<file path="src/supervisor_defs.svh">
`ifndef SUPERVISOR_DEFS_SVH
`define SUPERVISOR_DEFS_SVH

////////////////////////////////////////////////////////////////////////////
// board supervisor defaults
////////////////////////////////////////////////////////////////////////////

// cycles a stretched reset stays low after its request ends
`define SUP_RESET_HOLD_TIME 32000000

// glow counter top bits set the breathing periods
`define SUP_SLOW_GLOW_BIT 26
`define SUP_FAST_GLOW_BIT 22

// led counter bit gating the blink in forced generation
`define SUP_BLINK_BIT 24

// event counter width
`define SUP_COUNT_WIDTH 32

`endif

</file>
<file path="src/supervisor_pkg.sv">
`include "supervisor_defs.svh"

package supervisor_pkg;

    // event counters wrap at full width
    typedef logic [`SUP_COUNT_WIDTH-1:0] event_count_t;

    // what the status led shows
    typedef enum logic [1:0] {
        led_board_status  = 2'd0,
        led_opt_reset     = 2'd1,
        led_dc_reset      = 2'd2,
        led_opt_reset_alt = 2'd3
    } reset_conf_e;

endpackage

</file>
<file path="src/supervisor_events_if.sv">
interface supervisor_events_if;

    // synchronized levels
    logic pll_hdmi_ready;
    logic resync_active;
    logic force_generate_active;
    logic adv_ready;

    // single cycle event pulses
    logic pll54_lockloss;
    logic pll_hdmi_lockloss;
    logic resync_rise;

    modport source (
        output pll_hdmi_ready, resync_active, force_generate_active, adv_ready,
        output pll54_lockloss, pll_hdmi_lockloss, resync_rise
    );

    modport sink (
        input pll_hdmi_ready, resync_active, force_generate_active, adv_ready,
        input pll54_lockloss, pll_hdmi_lockloss, resync_rise
    );

endinterface

</file>
<file path="src/board_supervisor_top.sv">
`include "supervisor_defs.svh"

module board_supervisor_top import supervisor_pkg::*; #(
    parameter int unsigned hold_time = `SUP_RESET_HOLD_TIME,
    parameter int unsigned slow_bit  = `SUP_SLOW_GLOW_BIT,
    parameter int unsigned fast_bit  = `SUP_FAST_GLOW_BIT,
    parameter int unsigned blink_bit = `SUP_BLINK_BIT
) (
    input  logic         control_clock,
    input  logic         reset_dc,
    input  logic         reset_opt,
    input  logic [1:0]   reset_conf,
    input  logic         pll54_locked,
    input  logic         pll_hdmi_locked,
    input  logic         resync,
    input  logic         force_generate,
    input  logic         adv7513_ready,
    output logic         dc_nreset,
    output logic         opt_nreset,
    output logic         status_led,
    output event_count_t pll54_lockloss_count,
    output event_count_t pll_hdmi_lockloss_count,
    output event_count_t resync_count
);

    supervisor_events_if events ();

    input_sync_stage sync_stage (
        .control_clock(control_clock),
        .reset_dc(reset_dc),
        .pll54_locked(pll54_locked),
        .pll_hdmi_locked(pll_hdmi_locked),
        .resync(resync),
        .force_generate(force_generate),
        .adv7513_ready(adv7513_ready),
        .events(events.source)
    );

    event_count_stage count_stage (
        .control_clock(control_clock),
        .reset_dc(reset_dc),
        .events(events.sink),
        .pll54_lockloss_count(pll54_lockloss_count),
        .pll_hdmi_lockloss_count(pll_hdmi_lockloss_count),
        .resync_count(resync_count)
    );

    ////////////////////////////////////////////////////////////////////////////
    // stretched resets
    ////////////////////////////////////////////////////////////////////////////
    reset_hold #(
        .hold_time(hold_time)
    ) dc_hold (
        .control_clock(control_clock),
        .request(reset_dc),
        .nreset(dc_nreset)
    );

    // console reset leaves the optional one alone
    reset_hold #(
        .hold_time(hold_time)
    ) opt_hold (
        .control_clock(control_clock),
        .request(reset_opt),
        .nreset(opt_nreset)
    );

    status_led_select #(
        .slow_bit(slow_bit),
        .fast_bit(fast_bit),
        .blink_bit(blink_bit)
    ) led_select (
        .control_clock(control_clock),
        .reset_dc(reset_dc),
        .reset_conf(reset_conf_e'(reset_conf)),
        .events(events.sink),
        .dc_nreset(dc_nreset),
        .opt_nreset(opt_nreset),
        .status_led(status_led)
    );

endmodule

</file>
<file path="src/event_count_stage.sv">
module event_count_stage import supervisor_pkg::*; (
    input  logic         control_clock,
    input  logic         reset_dc,
    supervisor_events_if.sink events,
    output event_count_t pll54_lockloss_count,
    output event_count_t pll_hdmi_lockloss_count,
    output event_count_t resync_count
);

    // one increment per event pulse
    always_ff @(posedge control_clock) begin
        if (reset_dc) begin
            pll54_lockloss_count    <= '0;
            pll_hdmi_lockloss_count <= '0;
            resync_count            <= '0;
        end else begin
            if (events.pll54_lockloss) begin
                pll54_lockloss_count <= pll54_lockloss_count + 1'b1;
            end
            if (events.pll_hdmi_lockloss) begin
                pll_hdmi_lockloss_count <= pll_hdmi_lockloss_count + 1'b1;
            end
            if (events.resync_rise) begin
                resync_count <= resync_count + 1'b1;
            end
        end
    end

endmodule

</file>
<file path="src/input_sync_stage.sv">
module input_sync_stage (
    input  logic control_clock,
    input  logic reset_dc,
    input  logic pll54_locked,
    input  logic pll_hdmi_locked,
    input  logic resync,
    input  logic force_generate,
    input  logic adv7513_ready,
    supervisor_events_if.source events
);

    // bit positions in the synchronizer vectors
    localparam int pll54_lost_idx    = 0;
    localparam int pll_hdmi_lost_idx = 1;
    localparam int resync_idx        = 2;
    localparam int force_gen_idx     = 3;
    localparam int adv_ready_idx     = 4;

    logic [4:0] meta;
    logic [4:0] sync;
    logic       pll54_lost_prev;
    logic       pll_hdmi_lost_prev;
    logic       resync_prev;

    // locks enter inverted, so a loss is a rising edge
    always_ff @(posedge control_clock) begin
        if (reset_dc) begin
            meta                     <= '0;
            sync                     <= '0;
            pll54_lost_prev          <= 1'b0;
            pll_hdmi_lost_prev       <= 1'b0;
            resync_prev              <= 1'b0;
            events.pll54_lockloss    <= 1'b0;
            events.pll_hdmi_lockloss <= 1'b0;
            events.resync_rise       <= 1'b0;
        end else begin
            meta <= {adv7513_ready, force_generate, resync, ~pll_hdmi_locked, ~pll54_locked};
            sync <= meta;
            pll54_lost_prev          <= sync[pll54_lost_idx];
            pll_hdmi_lost_prev       <= sync[pll_hdmi_lost_idx];
            resync_prev              <= sync[resync_idx];
            events.pll54_lockloss    <= sync[pll54_lost_idx] & ~pll54_lost_prev;
            events.pll_hdmi_lockloss <= sync[pll_hdmi_lost_idx] & ~pll_hdmi_lost_prev;
            events.resync_rise       <= sync[resync_idx] & ~resync_prev;
        end
    end

    assign events.pll_hdmi_ready        = ~sync[pll_hdmi_lost_idx];
    assign events.resync_active         = sync[resync_idx];
    assign events.force_generate_active = sync[force_gen_idx];
    assign events.adv_ready             = sync[adv_ready_idx];

endmodule

</file>
<file path="src/led_glow.sv">
`include "supervisor_defs.svh"

module led_glow #(
    parameter int unsigned bit_pos = `SUP_SLOW_GLOW_BIT
) (
    input  logic control_clock,
    input  logic reset_dc,
    output logic glow
);

    // pwm resolution capped at 8 bits
    localparam int duty_w = (bit_pos / 2 > 8) ? 8 : ((bit_pos / 2 < 1) ? 1 : bit_pos / 2);

    logic [bit_pos:0]  count;
    logic [duty_w-1:0] ramp;
    logic [duty_w-1:0] duty;

    // top bit picks rising or falling half
    assign ramp = count[bit_pos-1 -: duty_w];
    assign duty = count[bit_pos] ? ~ramp : ramp;

    always_ff @(posedge control_clock) begin
        if (reset_dc) begin
            count <= '0;
            glow  <= 1'b0;
        end else begin
            count <= count + 1'b1;
            glow  <= duty > count[duty_w-1:0];
        end
    end

endmodule

</file>
<file path="src/reset_hold.sv">
`include "supervisor_defs.svh"

module reset_hold #(
    parameter int unsigned hold_time = `SUP_RESET_HOLD_TIME
) (
    input  logic control_clock,
    input  logic request,
    output logic nreset
);

    localparam int cnt_w = (hold_time > 0) ? $clog2(hold_time + 1) : 1;

    // power-up state is released and idle
    logic [cnt_w-1:0] count   = cnt_w'(hold_time);
    logic             nreset_q = 1'b1;

    always_ff @(posedge control_clock) begin
        if (request) begin
            count    <= '0;
            nreset_q <= 1'b0;
        end else if (count == cnt_w'(hold_time)) begin
            nreset_q <= 1'b1;
        end else begin
            count <= count + 1'b1;
        end
    end

    assign nreset = nreset_q;

endmodule

</file>
<file path="src/status_led_select.sv">
`include "supervisor_defs.svh"

module status_led_select import supervisor_pkg::*; #(
    parameter int unsigned slow_bit  = `SUP_SLOW_GLOW_BIT,
    parameter int unsigned fast_bit  = `SUP_FAST_GLOW_BIT,
    parameter int unsigned blink_bit = `SUP_BLINK_BIT
) (
    input  logic        control_clock,
    input  logic        reset_dc,
    input  reset_conf_e reset_conf,
    supervisor_events_if.sink events,
    input  logic        dc_nreset,
    input  logic        opt_nreset,
    output logic        status_led
);

    logic               slow_level;
    logic               fast_level;
    logic [blink_bit:0] led_counter;
    logic               board_led;

    led_glow #(
        .bit_pos(slow_bit)
    ) slow_glow (
        .control_clock(control_clock),
        .reset_dc(reset_dc),
        .glow(slow_level)
    );

    led_glow #(
        .bit_pos(fast_bit)
    ) fast_glow (
        .control_clock(control_clock),
        .reset_dc(reset_dc),
        .glow(fast_level)
    );

    ////////////////////////////////////////////////////////////////////////////
    // board status with an active low led
    ////////////////////////////////////////////////////////////////////////////
    always_comb begin
        if (!events.pll_hdmi_ready) begin
            board_led = 1'b1;
        end else if (events.resync_active) begin
            board_led = ~fast_level;
        end else if (events.force_generate_active) begin
            // blink the fast glow
            board_led = led_counter[blink_bit] ? ~fast_level : 1'b1;
        end else if (events.adv_ready) begin
            board_led = 1'b0;
        end else begin
            board_led = ~slow_level;
        end
    end

    always_ff @(posedge control_clock) begin
        if (reset_dc) begin
            led_counter <= '0;
            status_led  <= 1'b1;
        end else begin
            led_counter <= led_counter + 1'b1;
            case (reset_conf)
                led_board_status: status_led <= board_led;
                led_dc_reset:     status_led <= dc_nreset;
                default:          status_led <= opt_nreset;
            endcase
        end
    end

endmodule

</file>
<file path="config.mk">
export PLATFORM = sky130hd
export DESIGN_NAME = board_supervisor_top
export DESIGN_NICKNAME = d
export VERILOG_FILES = /design/src/supervisor_pkg.sv /design/src/supervisor_events_if.sv /design/src/board_supervisor_top.sv /design/src/event_count_stage.sv /design/src/input_sync_stage.sv /design/src/led_glow.sv /design/src/reset_hold.sv /design/src/status_led_select.sv
export VERILOG_INCLUDE_DIRS = /design/src /design/src/src
export SDC_FILE = /design/constraint.sdc
export NUM_CORES = 1
export LEC_CHECK = 0
export BUFFER_PORTS_ARGS = -buffer_cell sky130_fd_sc_hd__buf_2
export CAP_MARGIN = 20
export CORE_UTILIZATION = 46
export DETAILED_ROUTE_END_ITERATION = 12
export GPL_ROUTABILITY_DRIVEN = 0
export HOLD_SLACK_MARGIN = 0.02
export PLACE_DENSITY_LB_ADDON = 0.1
export SLEW_MARGIN = 5
export SYNTH_ARGS = -nofsm -noshare
export SYNTH_HDL_FRONTEND = slang
export SYNTH_SLANG_ARGS = --single-unit
</file>
<file path="constraint.sdc">
create_clock -name control_clock -period 1.7 [get_ports control_clock]
set_input_delay 0.34 -clock control_clock [delete_from_list [all_inputs] [get_ports control_clock]]
set_output_delay 0.34 -clock control_clock [all_outputs]
set_load 0.005 [all_outputs]
</file>
# Word-level counts from Yosys, hierarchy flattened
# Index checks and enable logic that the tools add are counted.
# word_totals
ff_bits	242
inputBits	10
out_inout_bits	99
wordCells	55
# classes
n_addsub	8
order_cmp	2
n_eq_ne	3
n_mux	8
bitwise	12
n_reduce_logical	1
# ops
op	n
$add A32 B1 Y32 const B	3
$add A25 B1 Y25 const B	3
$eq A25 B25 Y1 const B	2
$add A27 B1 Y27 const B	1
$add A23 B1 Y23 const B	1
$gt A8 B8 Y1	2
$mux W8	2
$not A8 Y8	2
$not A1 Y1	7
$mux W1	5
$and A1 B1 Y1	3
$eq A2 B2 Y1 const B	1
$logic_not A2 Y1	1
$pmux W1 S2	1

# Logic depth before layout (Yosys ltp)
# depth
depth_word	6
ltp_mapped	8
depth_no_buf	7

# By module
# A second synthesis with hierarchy kept.
# unflattened
hier_cells	1311
area_unflattened_um2	11533.6
# by_module_without_submodules
module	n_inst	cells_each	area_each_um2	seq_area_each_um2
event_count_stage	1	531	4513.1	1921.8
reset_hold	2	140	1270.0	520.5
led_glow (led_select.slow_glow)	1	173	1526.5	560.5
led_glow (led_select.fast_glow)	1	154	1328.8	480.5
status_led_select	1	139	1171.1	520.5
input_sync_stage	1	34	454.2	320.3

# Worst setup path before layout
# Ideal clock, no wire load.
# synth_path
path_kind	register to register
start	reg count_stage.pll_hdmi_lockloss_count[12]
end	reg count_stage.pll_hdmi_lockloss_count[26]
setup_ps	121
arrival_ps	1763
required_time_ps	1579
slack_ps	-184
stages_incl_launch_ff	6
path_buffers	0
period_less_slack_ps	1884
cell_sequence	dfxtp_1 -> and4_4 -> nand2_4 -> or4_4 -> nor3_1 -> mux2_2
# synth_between
elab_chain_len	1
# synth_lines
item	line	text
from (decl)	event_count_stage.sv:6	output event_count_t pll_hdmi_lockloss_count,
from (signal assigned)	event_count_stage.sv:21	pll_hdmi_lockloss_count <= pll_hdmi_lockloss_count + 1'b1;
$add A32 B1 Y32	event_count_stage.sv:21	
# Every way passes these cells.
# A chain may end at the register's enable or synchronous reset.

# Worst setup path in the final report
# layout_path
start	reg count_stage.pll54_lockloss_count[1]
end	reg count_stage.pll54_lockloss_count[14]
# layout_between
elab_chain_len	1
# layout_lines
item	line	text
from (decl)	event_count_stage.sv:5	output event_count_t pll54_lockloss_count,
from (signal assigned)	event_count_stage.sv:18	pll54_lockloss_count <= pll54_lockloss_count + 1'b1;
$add A32 B1 Y32	event_count_stage.sv:18	
# Every way passes these cells.

==> flow_summary.toml <==
[outcome]
status = "finished clean"

[power_and_ir_drop]
p_leak_nw = 5.790
p_per_area_nw_per_um2 = 843.9
ir_drop_mv = 0.5027
power.total_w = 0.01183

[routing]
drtIter0Drc = 416
dr.pass1.iters = 4
via_count = 8967
routed_wl_mm = 23.35
viasPerCell = 4.924
post_drt_wl_per_cell_um = 12.82
drt.antenna.violating_nets = 0
drc = 0

[synth]
ys_ff_latch = 242
syn_area_um2 = 10810
yosysWarnings = 0
yosysSeqAreaShare_pct = 44.82
synthArstFlopShare_pct = 0
synth_cell_types = 52
avgSynthCellArea_um2 = 8.781
netlist_top_cells_area = "dfxtp_1, xor2_1, nor2_1"
synth.net_count = 1267
synth_flop_cell = "dfxtp_1"
syn-instance-count = 1231
synth_edf_count = 0
yosysTopAreaCell = "dfxtp_1"
synth_top_area_share_pct = 44.82

[floorplanning]
io_pins = 109
dieArea_um2 = 24120
floorplan.initialDensity_pct = 47.31
design.core.area_um2 = 22850
die_w_um = 155.3
die_h_um = 155.3
num_rows = 55

[layout]
mostFrequentLayoutCell = "dfxtp_1"
fillers = 2054
final_cell_area_um2 = 14020
final_util_pct = 61.36
final_layout_size_suffix_gt1_share_pct = 26.08
stdcell_count = 1821
mostFrequentLayoutCells = "dfxtp_1, nor2_1, buf_4"
syn2layout_area_growth_pct = 29.70
nets = 1525

[clock_network]
clockBufferDepth = 3
ctsHtreeMaxLevel = 1
cts.sinks = 242
root_buffer = "clkbuf_16"
insertion_delay_ns = 0.53
cts_tree = "yes"
cts_made_buffers = 27
clk_pin_slew_worst_paths_ns = 0.06

[placement]
dp_hpwl_mm = 16.12
place_area_um2 = 12720
port_buffers = 108
place_inst = 1757

[timing]
finClkSkew_ns = 0.01658
setup_violations = 0
fin_crit_ns = 1.692
hold_ws_ns = 0.05170
slew_viol_final = 0
slew_headroom_pct = 66.89
fmax_mhz = 591.0
rsz0062_at_grt = "yes"
final-hold-violation-count = 0
min_period_over_period_pct = 99.54
worstMarginPinSlew_ns = 0.4966

[worst_hold_path]
hold_depth = 2
hold_class = "primary input to flip-flop"

[worst_setup_path]
critPathKind = "flip-flop to flip-flop"
cp_cell_sequence = "ha_4 -> nand3_2 -> or4_4 -> or3_4 -> a21oi_2"
crit_slowest_cell = "or4_4"
r2r_slack_ns = 0.008
setup.worst_path.end = "count_stage.pll54_lockloss_count[14]$_SDFFE_PP0P_"
crit_buf_inv = 0
cp_data_arrival_time_ns = 2.16
cp-start-kind = "flip-flop"
r2r_start = "count_stage.pll54_lockloss_count[1]$_SDFFE_PP0P_"
worst_r2r_path_depth = 5
cp-end-kind = "flip-flop"
worst-path-stages = 5
cp_data_required_time_ns = 2.17
cp_top_family = "simple AND/OR/NAND/NOR gates"
setup.worst_path.start = "count_stage.pll54_lockloss_count[1]$_SDFFE_PP0P_"
cp_slowest_stage_delay_ns = 0.58
reg2reg_to = "count_stage.pll54_lockloss_count[14]$_SDFFE_PP0P_"
crit_fanout = 5

[global_routing]
track_usage_pct = 18.99
grt_max_degree = 49
grt_pass1_wl_mm = 38.74
grt_antenna_before_repair = 1
grt_pass1_vias = 8324
grt.overflow.total = 0

[flow_run]
max_cap_viol_count = 0
repair_timing:
item,in CTS,in global routing
pin swaps,3,20
gates resized for setup,7,61
endpoints found under the hold margin,5,0
hold buffers,5,0
setup endpoints to repair,13,50
setup buffers,0,11
cell type report:
cell class              count  area, um^2  share of cell area [%]
diodes                      1       2.502                 0.01785
clock buffers              37       783.3                   5.587
clock inverters            10       103.9                  0.7407
inverters                  49       183.9                   1.312
multi-input cells         902        5874                   41.90
flip-flops and latches    242        4882                   34.82
well taps                 313       391.6                   2.793
repair buffers            267        1798                   12.82
synth_stat cells (all sizes together), types with 10 or more instances:
| library cell | number |
|---|---|
| nand3 | 70 |
| a21oi | 35 |
| nand2 | 65 |
| dfxtp | 242 |
| nor4 | 18 |
| ha | 26 |
| or3 | 20 |
| xor2 | 112 |
| nand4 | 71 |
| xnor2 | 83 |
| clkbuf | 32 |
| and4 | 18 |
| inv | 49 |
| o21ai | 18 |
| nor2 | 217 |
| and3 | 30 |
| nor2b | 19 |
| and2 | 10 |
| nor3 | 42 |
layer usage:
layer  up-vias  wire length (um)  track usage, %
met3        40               685           2.535
met1      4091             11350           25.70
li1       4705                 -               -
met5         -                 0               0
met2       131             10720           31.40
met4         0               598           5.882
how the worst min path moves through the flow:
stage,end,slack (ns),startpoint
floorplan,sync_stage.events.pll_hdmi_lockloss$_SDFF_PP0_,0.37,sync_stage.pll_hdmi_lost_prev$_SDFF_PP0_
finish,sync_stage.meta[2]$_SDFF_PP0_,0.05,resync
global placement,sync_stage.events.pll54_lockloss$_SDFF_PP0_,0.37,sync_stage.pll54_lost_prev$_SDFF_PP0_
global route,sync_stage.meta[2]$_SDFF_PP0_,0.06,resync
CTS,sync_stage.meta[2]$_SDFF_PP0_,0.03,resync
detailed placement,sync_stage.events.pll54_lockloss$_SDFF_PP0_,0.38,sync_stage.pll54_lost_prev$_SDFF_PP0_
cells by family (layout without fill, tap and decap cells):
group,Yosys count,in the layout,synth area share (%)
adders and majority gates,26,26,3.010
DFF,242,242,44.82
AOI/OAI and AO/OA,74,74,3.982
buffers and inverters,87,363,3.114
other,0,1,0
xor gates and xnor gates,195,195,15.80
muxes,6,6,0.5672
and+or+nand+nor,601,601,28.71
where the power goes:
part | internal (W) | switching [W] | leakage, nW
registers | 0.00573 | 0.0000434 | 1.97
logic | 0.000140 | 0.000183 | 3.38
clock network | 0.00350 | 0.00224 | 0.447
total | 0.00936 | 0.00247 | 5.79
sequential cells by signal, indices dropped and copies added (netlist names), 5 cells and up:
signal	flops
count_stage.resync_count	32
led_select.led_counter	25
dc_hold.count	25
count_stage.pll54_lockloss_count	32
led_select.slow_glow.count	27
led_select.fast_glow.count	23
sync_stage.sync	5
sync_stage.meta	5
opt_hold.count	25
count_stage.pll_hdmi_lockloss_count	32
stage by stage:
step                      setup WS (ns)  setup TNS [ns]
after global placement         0.004159               0
after detailed placement       -0.03176         -0.1822
after global routing           -0.07327         -0.3195
after CTS                      -0.01363        -0.01451
final                          0.007846               0
after floorplan                0.001830               0
Power figures use the tool's default switching activity.
